File: src/hdl/eeprom_pkg.sv
`default_nettype none

package eeprom_pkg;

    localparam int ADDR_W         = 11;
    localparam int DATA_W         = 8;
    localparam int BLOCK_W        = 3;                       // address bits in the control byte
    localparam logic [3:0] DEVICE_CODE = 4'b1010;

    // one scl quarter period per phase
    localparam int PHASES_PER_BIT = 4;
    localparam int PHASE_W        = $clog2(PHASES_PER_BIT);
    localparam int BIT_CNT_W      = $clog2(DATA_W + 1);      // eight data bits plus ack

    typedef enum logic [2:0] {
        CMD_START   = 3'd0,
        CMD_RESTART = 3'd1,
        CMD_STOP    = 3'd2,
        CMD_WRITE   = 3'd3,
        CMD_READ    = 3'd4
    } bus_cmd_t;

    typedef enum logic [8:0] {
        IDLE    = 9'b0_0000_0001,
        START   = 9'b0_0000_0010,
        CTRL_WR = 9'b0_0000_0100,
        ADDR_WR = 9'b0_0000_1000,
        DATA_WR = 9'b0_0001_0000,
        RESTART = 9'b0_0010_0000,
        CTRL_RD = 9'b0_0100_0000,
        DATA_RD = 9'b0_1000_0000,
        STOP    = 9'b1_0000_0000
    } seq_state_t;

endpackage

`default_nettype wire

File: src/hdl/bus_cmd_if.sv
`timescale 1ns/1ps
`default_nettype none

interface bus_cmd_if;
    import eeprom_pkg::*;

    logic              cmd_valid;
    bus_cmd_t          cmd;
    logic [DATA_W-1:0] tx_byte;
    logic              master_nack;   // level sent in the ninth bit of a read
    logic              cmd_done;
    logic [DATA_W-1:0] rx_byte;
    logic              slave_nack;    // high when the line was released in the ack bit

    modport sequencer (
        output cmd_valid,
        output cmd,
        output tx_byte,
        output master_nack,
        input  cmd_done,
        input  rx_byte,
        input  slave_nack
    );

    modport engine (
        input  cmd_valid,
        input  cmd,
        input  tx_byte,
        input  master_nack,
        output cmd_done,
        output rx_byte,
        output slave_nack
    );

endinterface

`default_nettype wire

File: src/hdl/bus_byte_engine.sv
`timescale 1ns/1ps
`default_nettype none

module bus_byte_engine (
    input  logic      CLK,
    input  logic      RESET,
    bus_cmd_if.engine bus,
    output logic      scl,
    output logic      sda_low,
    input  logic      sda_in
);
    import eeprom_pkg::*;

    logic                 active;
    bus_cmd_t             cur_cmd;
    logic [PHASE_W-1:0]   phase;
    logic [BIT_CNT_W-1:0] bit_cnt;
    logic [DATA_W-1:0]    shift_q;
    logic                 nack_q;
    logic                 ack_q;
    logic                 scl_idle;
    logic                 sda_low_idle;
    logic                 scl_ph;
    logic                 sda_low_ph;
    logic                 ack_bit;
    logic                 last_bit;
    logic                 phase_end;
    logic                 sample_ph;

    assign ack_bit   = (bit_cnt == BIT_CNT_W'(DATA_W));
    assign phase_end = (phase == PHASE_W'(PHASES_PER_BIT - 1));
    assign sample_ph = (phase == PHASE_W'(2));     // middle of scl high

    always_comb
    begin
        if (cur_cmd == CMD_WRITE || cur_cmd == CMD_READ)
            last_bit = ack_bit;
        else
            last_bit = 1'b1;                        // conditions are a single bit time
    end

    // bus levels for the current phase
    always_comb
    begin
        scl_ph     = (phase == PHASE_W'(1)) || (phase == PHASE_W'(2));
        sda_low_ph = 1'b0;
        case (cur_cmd)
            CMD_START:
            begin
                // scl stays high from the idle bus, sda falls in phase 2
                scl_ph     = !phase_end;
                sda_low_ph = (phase >= PHASE_W'(2));
            end
            CMD_RESTART:
            begin
                sda_low_ph = (phase >= PHASE_W'(2)); // released in phase 0 while scl low
            end
            CMD_STOP:
            begin
                scl_ph     = (phase != '0);
                sda_low_ph = (phase < PHASE_W'(2));
            end
            CMD_WRITE:
            begin
                if (ack_bit)
                    sda_low_ph = 1'b0;               // slave drives the ack
                else
                    sda_low_ph = !shift_q[DATA_W-1];
            end
            CMD_READ:
            begin
                if (ack_bit)
                    sda_low_ph = !nack_q;
                else
                    sda_low_ph = 1'b0;
            end
            default:
            begin
                sda_low_ph = 1'b0;
            end
        endcase
    end

    // between commands the bus keeps the levels of the last phase
    assign scl     = active ? scl_ph : scl_idle;
    assign sda_low = active ? sda_low_ph : sda_low_idle;

    always_ff @(posedge CLK)
    begin
        if (RESET)
        begin
            active       <= 1'b0;
            cur_cmd      <= CMD_STOP;
            phase        <= '0;
            bit_cnt      <= '0;
            scl_idle     <= 1'b1;
            sda_low_idle <= 1'b0;
        end
        else if (!active)
        begin
            if (bus.cmd_valid)
            begin
                active  <= 1'b1;
                cur_cmd <= bus.cmd;
                phase   <= '0;
                bit_cnt <= '0;
            end
        end
        else if (phase_end)
        begin
            phase   <= '0;
            bit_cnt <= bit_cnt + 1'b1;
            if (last_bit)
            begin
                active       <= 1'b0;
                scl_idle     <= scl_ph;
                sda_low_idle <= sda_low_ph;
            end
        end
        else
        begin
            phase <= phase + 1'b1;
        end
    end

    always_ff @(posedge CLK)
    begin
        if (!active && bus.cmd_valid)
        begin
            shift_q <= bus.tx_byte;
            nack_q  <= bus.master_nack;
        end
        else if (active && !ack_bit)
        begin
            if (cur_cmd == CMD_READ && sample_ph)
                shift_q <= {shift_q[DATA_W-2:0], sda_in};    // msb first
            else if (cur_cmd == CMD_WRITE && phase_end)
                shift_q <= {shift_q[DATA_W-2:0], 1'b0};
        end

        if (active && ack_bit && cur_cmd == CMD_WRITE && sample_ph)
            ack_q <= sda_in;
    end

    assign bus.cmd_done   = active && phase_end && last_bit;
    assign bus.rx_byte    = shift_q;
    assign bus.slave_nack = ack_q;

endmodule

`default_nettype wire

File: src/hdl/eeprom_master.sv
`timescale 1ns/1ps
`default_nettype none

module eeprom_master (
    input  logic                          CLK,
    input  logic                          RESET,
    input  logic                          wr,
    input  logic                          rd,
    input  logic [eeprom_pkg::ADDR_W-1:0] addr,
    input  logic [eeprom_pkg::DATA_W-1:0] wdata,
    output logic [eeprom_pkg::DATA_W-1:0] rdata,
    output logic                          busy,
    output logic                          done,
    output logic                          nack_error,
    output logic                          scl,
    output logic                          sda_low,
    input  logic                          sda_in
);

    bus_cmd_if cmd_bus ();

    eeprom_sequencer seq0 (
        .CLK        (CLK),
        .RESET      (RESET),
        .wr         (wr),
        .rd         (rd),
        .addr       (addr),
        .wdata      (wdata),
        .rdata      (rdata),
        .busy       (busy),
        .done       (done),
        .nack_error (nack_error),
        .bus        (cmd_bus.sequencer)
    );

    // open-drain line is resolved outside
    bus_byte_engine engine0 (
        .CLK     (CLK),
        .RESET   (RESET),
        .bus     (cmd_bus.engine),
        .scl     (scl),
        .sda_low (sda_low),
        .sda_in  (sda_in)
    );

endmodule

`default_nettype wire

File: src/hdl/eeprom_sequencer.sv
`timescale 1ns/1ps
`default_nettype none

module eeprom_sequencer (
    input  logic                          CLK,
    input  logic                          RESET,
    input  logic                          wr,
    input  logic                          rd,
    input  logic [eeprom_pkg::ADDR_W-1:0] addr,
    input  logic [eeprom_pkg::DATA_W-1:0] wdata,
    output logic [eeprom_pkg::DATA_W-1:0] rdata,
    output logic                          busy,
    output logic                          done,
    output logic                          nack_error,
    bus_cmd_if.sequencer                  bus
);
    import eeprom_pkg::*;

    seq_state_t        state;
    seq_state_t        state_next;
    logic              advance;
    logic              nack_seen;
    logic              is_read;
    logic [ADDR_W-1:0] addr_q;
    logic [DATA_W-1:0] wdata_q;

    function automatic logic [DATA_W-1:0] ctrl_byte(input logic [ADDR_W-1:0] a,
                                                    input logic rw);
        return {DEVICE_CODE, a[ADDR_W-1 -: BLOCK_W], rw};
    endfunction

    assign busy    = (state != IDLE);
    assign advance = (state == IDLE) ? (wr || rd) : bus.cmd_done;

    always_comb
    begin
        nack_seen = 1'b0;
        case (state)
            IDLE:    state_next = START;
            START:   state_next = CTRL_WR;
            CTRL_WR: state_next = ADDR_WR;
            ADDR_WR: state_next = is_read ? RESTART : DATA_WR;
            DATA_WR: state_next = STOP;
            RESTART: state_next = CTRL_RD;
            CTRL_RD: state_next = DATA_RD;
            DATA_RD: state_next = STOP;
            default: state_next = IDLE;
        endcase
        // refused byte abandons the transaction
        if (bus.cmd == CMD_WRITE && bus.slave_nack)
        begin
            nack_seen  = 1'b1;
            state_next = STOP;
        end
    end

    // one command per state
    always_comb
    begin
        bus.tx_byte = '0;
        case (state)
            START:
                bus.cmd = CMD_START;
            CTRL_WR:
            begin
                bus.cmd     = CMD_WRITE;
                bus.tx_byte = ctrl_byte(addr_q, 1'b0);
            end
            ADDR_WR:
            begin
                bus.cmd     = CMD_WRITE;
                bus.tx_byte = addr_q[DATA_W-1:0];
            end
            DATA_WR:
            begin
                bus.cmd     = CMD_WRITE;
                bus.tx_byte = wdata_q;
            end
            RESTART:
                bus.cmd = CMD_RESTART;
            CTRL_RD:
            begin
                bus.cmd     = CMD_WRITE;
                bus.tx_byte = ctrl_byte(addr_q, 1'b1);
            end
            DATA_RD:
                bus.cmd = CMD_READ;
            default:
                bus.cmd = CMD_STOP;
        endcase
    end

    assign bus.master_nack = (state == DATA_RD);   // single byte read ends with nack

    always_ff @(posedge CLK)
    begin
        if (RESET)
        begin
            state         <= IDLE;
            bus.cmd_valid <= 1'b0;
            done          <= 1'b0;
            nack_error    <= 1'b0;
        end
        else
        begin
            bus.cmd_valid <= 1'b0;
            done          <= 1'b0;
            if (advance)
            begin
                state <= state_next;
                if (state_next == IDLE)
                    done <= 1'b1;
                else
                    bus.cmd_valid <= 1'b1;
                if (state == IDLE)
                    nack_error <= 1'b0;
                else if (nack_seen)
                    nack_error <= 1'b1;
            end
        end
    end

    always_ff @(posedge CLK)
    begin
        if (state == IDLE && (wr || rd))
        begin
            is_read <= !wr;                         // wr wins
            addr_q  <= addr;
            wdata_q <= wdata;
        end
        if (state == DATA_RD && bus.cmd_done)
            rdata <= bus.rx_byte;
    end

endmodule

`default_nettype wire

File: config.mk
export PLATFORM = sky130hd
export DESIGN_NAME = eeprom_master
export DESIGN_NICKNAME = d
export VERILOG_FILES = /design/src/hdl/eeprom_pkg.sv /design/src/hdl/bus_cmd_if.sv /design/src/hdl/bus_byte_engine.sv /design/src/hdl/eeprom_master.sv /design/src/hdl/eeprom_sequencer.sv
export SDC_FILE = /design/constraint.sdc
export NUM_CORES = 1
export LEC_CHECK = 0
export ABC_AREA = 1
export BUFFER_PORTS_ARGS = -buffer_cell sky130_fd_sc_hd__buf_2
export CORE_MARGIN = 4
export CORE_UTILIZATION = 45
export DETAILED_ROUTE_END_ITERATION = 7
export HOLD_SLACK_MARGIN = 0.06
export PLACE_DENSITY = 0.67
export RECOVER_POWER = 50
export SETUP_SLACK_MARGIN = 0.3
export SLEW_MARGIN = 20
export SYNTH_ARGS = -nofsm -noshare
export SYNTH_HDL_FRONTEND = slang
export SYNTH_SLANG_ARGS = --single-unit
File: constraint.sdc
create_clock -name CLK -period 1.7 [get_ports CLK]
set_input_delay 0 -clock CLK [delete_from_list [all_inputs] [get_ports CLK]]
set_output_delay 0 -clock CLK [all_outputs]
set_load 0.05 [all_outputs]
Word level (Yosys, flattened, before mapping)
Cells that the tools add are included.
Widths: inputs -> output; s select.
- flip-flop bits (word level): 62
- input port bits: 24
- output and inout bits: 13
- logic and storage cells: 111
- add/sub/neg operators: 2
- order comparisons: 2
- equal/unequal tests: 20
- multiplexer cells: 32
- bitwise operators: 2
- reduce and logical (&&, ||, !) cells: 36
- operator list (operator ; count):
    $pmux 9 s7 ; 1
    $mux 8 ; 4
    $pmux 8 s4 ; 1
    $eq 9x1->1 const B ; 2
    $mux 1 ; 15
    $logic_and 1x1->1 ; 12
    $mux 4 ; 3
    $pmux 3 s4 ; 1
    $eq 3x2->1 const B ; 3
    $eq 9x2->1 const B ; 1
    $eq 9x3->1 const B ; 1
    $eq 9x4->1 const B ; 1
    $eq 9x5->1 const B ; 1
    $eq 9x6->1 const B ; 1
    $eq 9x7->1 const B ; 1
    $eq 9x8->1 const B ; 1
    $mux 9 ; 1
    $ne 9x1->1 const B ; 1
    $reduce_and 2->1 ; 4
    $reduce_bool 2->1 ; 4
    $logic_not 1->1 ; 6
    $mux 2 ; 3
    $mux 6 ; 1
    $reduce_or 2->1 ; 3
    other kinds (18) ; 22

Depth between registers and ports, before layout
- depth in word-level cells: 8
- gate-level depth with buffers: 11

Hierarchy
Synthesis repeated with hierarchy kept, for this count alone.
- cells, all modules: 308
- area, all modules: 2937.8 sq um
- by module, submodules not included (module ; instances ; cells each ; area each (sq um)):
    eeprom_sequencer ; 1 ; 167 ; 1790.5
    bus_byte_engine ; 1 ; 141 ; 1147.4

Worst setup path before layout
Ideal clock, no wire load.
- kind: reg-to-output
- start point: register engine0.bit_cnt[0]
- end point: output sda_low
- arrival time: 2.053 ns
- data required time: 1.700 ns
- slack: -0.353 ns
- stages on the path, launching flop included: 8
- cell sequence: dfxtp_1 > inv_1 > ha_1 > nand3_1 > inv_1 > nor3_1 > nor3_1 > o21ai_0
- word-level cells in the longest chain between the ends: 4
- elaborated cells between the ends (all ways): 5
- classes of those cells: 1 x eq/ne; 4 x mux
- ends and longest elaborated chain (what ; line ; source):
    start: declaration ; bus_byte_engine.sv:17 ; logic [BIT_CNT_W-1:0] bit_cnt;
    start signal: assignment ; bus_byte_engine.sv:112 ; bit_cnt <= bit_cnt + 1'b1;
    $eq 4x4->1 * ; bus_byte_engine.sv:30 ; assign ack_bit = (bit_cnt == BIT_CNT_W'(DATA_W));
    $mux 1 (on tied branches) ; bus_byte_engine.sv:72, bus_byte_engine.sv:65 ;
    $pmux 1 s4 * ; bus_byte_engine.sv:47 ; case (cur_cmd)
    $mux 1 * ; bus_byte_engine.sv:86 ; assign sda_low = active ? sda_low_ph : sda_low_idle;
    end: declaration ; eeprom_master.sv:16 ; output logic sda_low,
Every way passes the cells marked *; elsewhere a longest branch is shown, timed or not.

Worst setup path after layout
Ends and elaborated chain as after synthesis.

==> summary.txt <==
Status
  – Outcome: finished, final reports clean

Clock network
  – Htree depth: 3
  – TritonCTS clock tree: done
  – CTS Buf Count: 9
  – Clk_lat worst skew: 350 ps
  – Root Driver: clkbuf_8
  – Clock Sinks: 62
  – Max Root-Sink Buffers: 2
  – Clock-pin slew on the worst setup and hold paths: 70 ps

Flow run
  – Max cap viols: 0

Global routing
  – Initial antenna violation count: 1
  – GRT Total Usage: 20.2%
  – Routing usage on met3: 4.28%
  – Vias in the first global route: 2495
  – GRT Max-Usage Layer: met2
  – M2 GR Usage: 33.5%
  – First-pass GRT wire length: 11700 um
  – Pin count of the biggest net entering global routing: 14
  – Met1 GRT Util: 24.6%
  – Global route overflow: 0

Routing
  – DRC viols: 0
  – Via count: 2713
  – Vias per cell: 5.25
  – DRT iter0 DRCs: 145
  – Pre-antenna DRT Iters: 4
  – Total wire length: 8510 um
  – Routed Antenna Nets: 0
  – Routed WL per cell: 16.5 um

Placement
  – RePlAce Congestion: 0.823
  – Port buffer count: 36
  – Dpl hpwl: 4560 um

Synth
  – Post-synth EDFFs: 38
  – Post-synth top flop: edfxtp_1
  – Top post-synthesis cells by count: nand2_1, nand3_1, edfxtp_1, inv_1
  – Most common cell in the netlist: nand2_1
  – Synth Area per Inst: 9.06 um2
  – Synth Area in Compound Gates: 7.88%
  – Adder-cell share of the synthesized area: 2.13%
  – Synth area leader: edfxtp_1
  – Post-synth cell types: 32
  – Synthesis-stage register bit count: 62
  – Asr flop ratio synth: 0%
  – Share of the synthesized area in the top cell type: 38.9%
  – Ys Warns: 0
  – Post-synthesis simple-gate area fraction: 28.5%
  – Mapped Area: 0.00294 mm2
  – Top cells by area, synth: edfxtp_1, dfxtp_1, nand2_1
  – Syn Nets: 353
  – Post-Synthesis Cells: 324
  – Mux share of post-synthesis cell area: 0%
  – Post-synthesis sequential area ratio: 55.2%
  – Synth Area in XOR/XNOR: 0%
  – Largest family of logic cells by synthesized area: simple AND/OR/NAND/NOR gates

Timing
  – Max-slew headroom: 58.5%
  – Post-route setup TNS: 0 ps
  – Min Hold Slack: 187 ps
  – Clock skew: 10.4 ps
  – Final setup viols: 0
  – RSZ-0062 raised after global routing: true
  – Worst Max-Slew Pin Slew: 623 ps
  – Final hold violations: 0
  – FMAX: 614 MHz
  – Final Cycle Share: 95.8%
  – Pins Over Slew Limit: 0
  – Min cycle time layout: 1630 ps

Final layout
  – Final #Nets: 464
  – FF/Latch Area: 0.00165 mm2
  – Layout cells sized above 1: 49.8%
  – Area Growth Syn to Fin: 56.6%
  – Fill cell count: 416
  – Multi-input logic area: 0.00165 mm2
  – Diodes inserted: 0

Worst setup path
  – Crit path DAT: 1630 ps
  – Worst Reg-to-Reg Cells: 9
  – Startpoint type of the worst setup path: register
  – Slowest CP cell: dfxtp_2
  – WS Path Type: reg2out
  – Critical path capture point type: output pin
  – Max stage delay on crit path: 340 ps
  – CP required: 1700 ps
  – Most frequent CP cell: inv_2
  – Worst-path maximum fanout: 4
  – Crit-path cells: inv_2, ha_4, nand3_4, inv_2, nor3_4, nor3_2, o21ai_2, buf_6

Power and ir drop
  – Worst VDD drop: 0.836 mV
  – Leak pwr: 1.82 nW
  – PwrDens: 1240 mW/mm2

Die
  – Die height: 88.8 um
  – DIE AREA: 0.00788 mm2
  – Ports: 37
  – Core area: 0.00635 mm2
  – Initial core utilization: 46.2%
  – Row cnt: 29
  – Die Wd: 88.8 um

Worst hold path
  – Worst Hold Class: in2reg
  – Hold depth: 5
==> worst paths after layout <==
kind | start | to | slack [ps]
setup / recovery | engine0.bit_cnt[0]$_SDFFE_PP0P_ | sda_low | 70
hold / removal | rd | seq0.nack_error$_SDFFE_PP0P_ | 190
setup reg to reg | seq0.state[4]$_SDFFE_PP0P_ | seq0.state[3]$_SDFFE_PP0P_ | 120
hold reg to reg | seq0.nack_error$_SDFFE_PP0P_ | seq0.nack_error$_SDFFE_PP0P_ | 450
==> cell type report <==
cell class	instances	area share, %
Clock buffer	10	2.78
Multi-Input combinational cell	218	35.8
Tap cell	77	2.10
Clock inverter	6	1.36
Sequential cell	62	35.9
Inverter	40	3.97
Timing Repair inverter	4	0.599
Timing Repair Buffer	100	17.4
==> sequential cells by signal, indices dropped and copies added, names as in the netlist <==
register / count
seq0.addr_q: 11
seq0.state: 9
engine0.bus.rx_byte: 8
seq0.rdata: 8
seq0.wdata_q: 8
engine0.bit_cnt: 4
engine0.cur_cmd: 3
engine0.phase: 2
engine0.active: 1
engine0.bus.slave_nack: 1
engine0.nack_q: 1
engine0.scl_idle: 1
engine0.sda_low_idle: 1
seq0.bus.cmd_valid: 1
seq0.done: 1
seq0.is_read: 1
seq0.nack_error: 1
==> where the power goes <==
| part | leakage, nW | switching, W | internal (W) |
|---|---|---|---|
| clock | 0.100 | 0.000624 | 0.000675 |
| combinational | 1.16 | 0.00142 | 0.000759 |
| sequential | 0.560 | 0.000220 | 0.00202 |
==> repair_timing <==
action                     4_1_cts  5_1_grt
hold endpoints to repair        33        0
hold buffers                    22        0
buffers inserted                16       20
setup endpoints to repair       64       63
gates resized for setup         62      112
pin swaps                       15       56
gates cloned                     5        0
==> cells by family (layout without fill, tap and decap cells) <==
family / count (synthesis) / in the layout
simple gates: 173 / 174
flops: 62 / 62
buf+inv: 45 / 160
compound gates: 39 / 39
fa+ha+maj: 5 / 5
==> routing by layer <==
metal  vias to the layer above  routed length, um
li1                       1311                  -
met1                      1288               3300
met2                        78               4420
met3                        34                408
met4                         2                370
met5                         -                 19
==> worst max-delay path, delay by kind of cell (launching register included) <==
family / cells / cell delay, ps
fa+ha+maj: 1 / 160
compound gates: 1 / 150
flops: 1 / 340
buf+inv: 3 / 280
simple gates: 3 / 350
==> metrics by stage <==
stage	utilization (%)	setup WS, ps	instances	power, W	area (um2)
after floorplan	-	174	324	0.00324	2980
after global placement	51.5	96.8	438	0.00355	3270
after detailed placement	51.5	72.0	438	0.00357	3270
after CTS	63.5	81.7	497	0.00527	4030
after global routing	72.4	4.59	517	0.00597	4600
final	72.4	72.0	517	0.00572	4600
==> cells in the final DEF, fill, tap and decap left out, types with 3 or more instances in the layout <==
master         netlist  final
ha_4                 0      4
nand2_8              1      5
nor3_4               0      6
buf_4                0     24
o21ai_0             11      3
inv_2                5     15
clkinvlp_4           0      4
nand3_2              2     11
nand2_2              4     15
clkbuf_1             3     13
buf_2                1     22
nor2_1              24     11
dlygate4sd3_1        0     22
dfxtp_4              0      4
nand3_4              0      5
nand3_1             40     26
nor2_4               5     19
a211oi_1             4      4
a21oi_2              1      5
dfxtp_2              0     13
clkinv_2             0      3
nor2_2               6      5
buf_6                1     17
nand2_4              4      8
nand2_1             76     58
o21ai_2              3      9
clkbuf_8             0      9
inv_1               34     20
o21ai_1              2      4
dfxtp_1             24      7
a21oi_1             12      8
edfxtp_1            38     38
(Power assumes the default switching activity.)
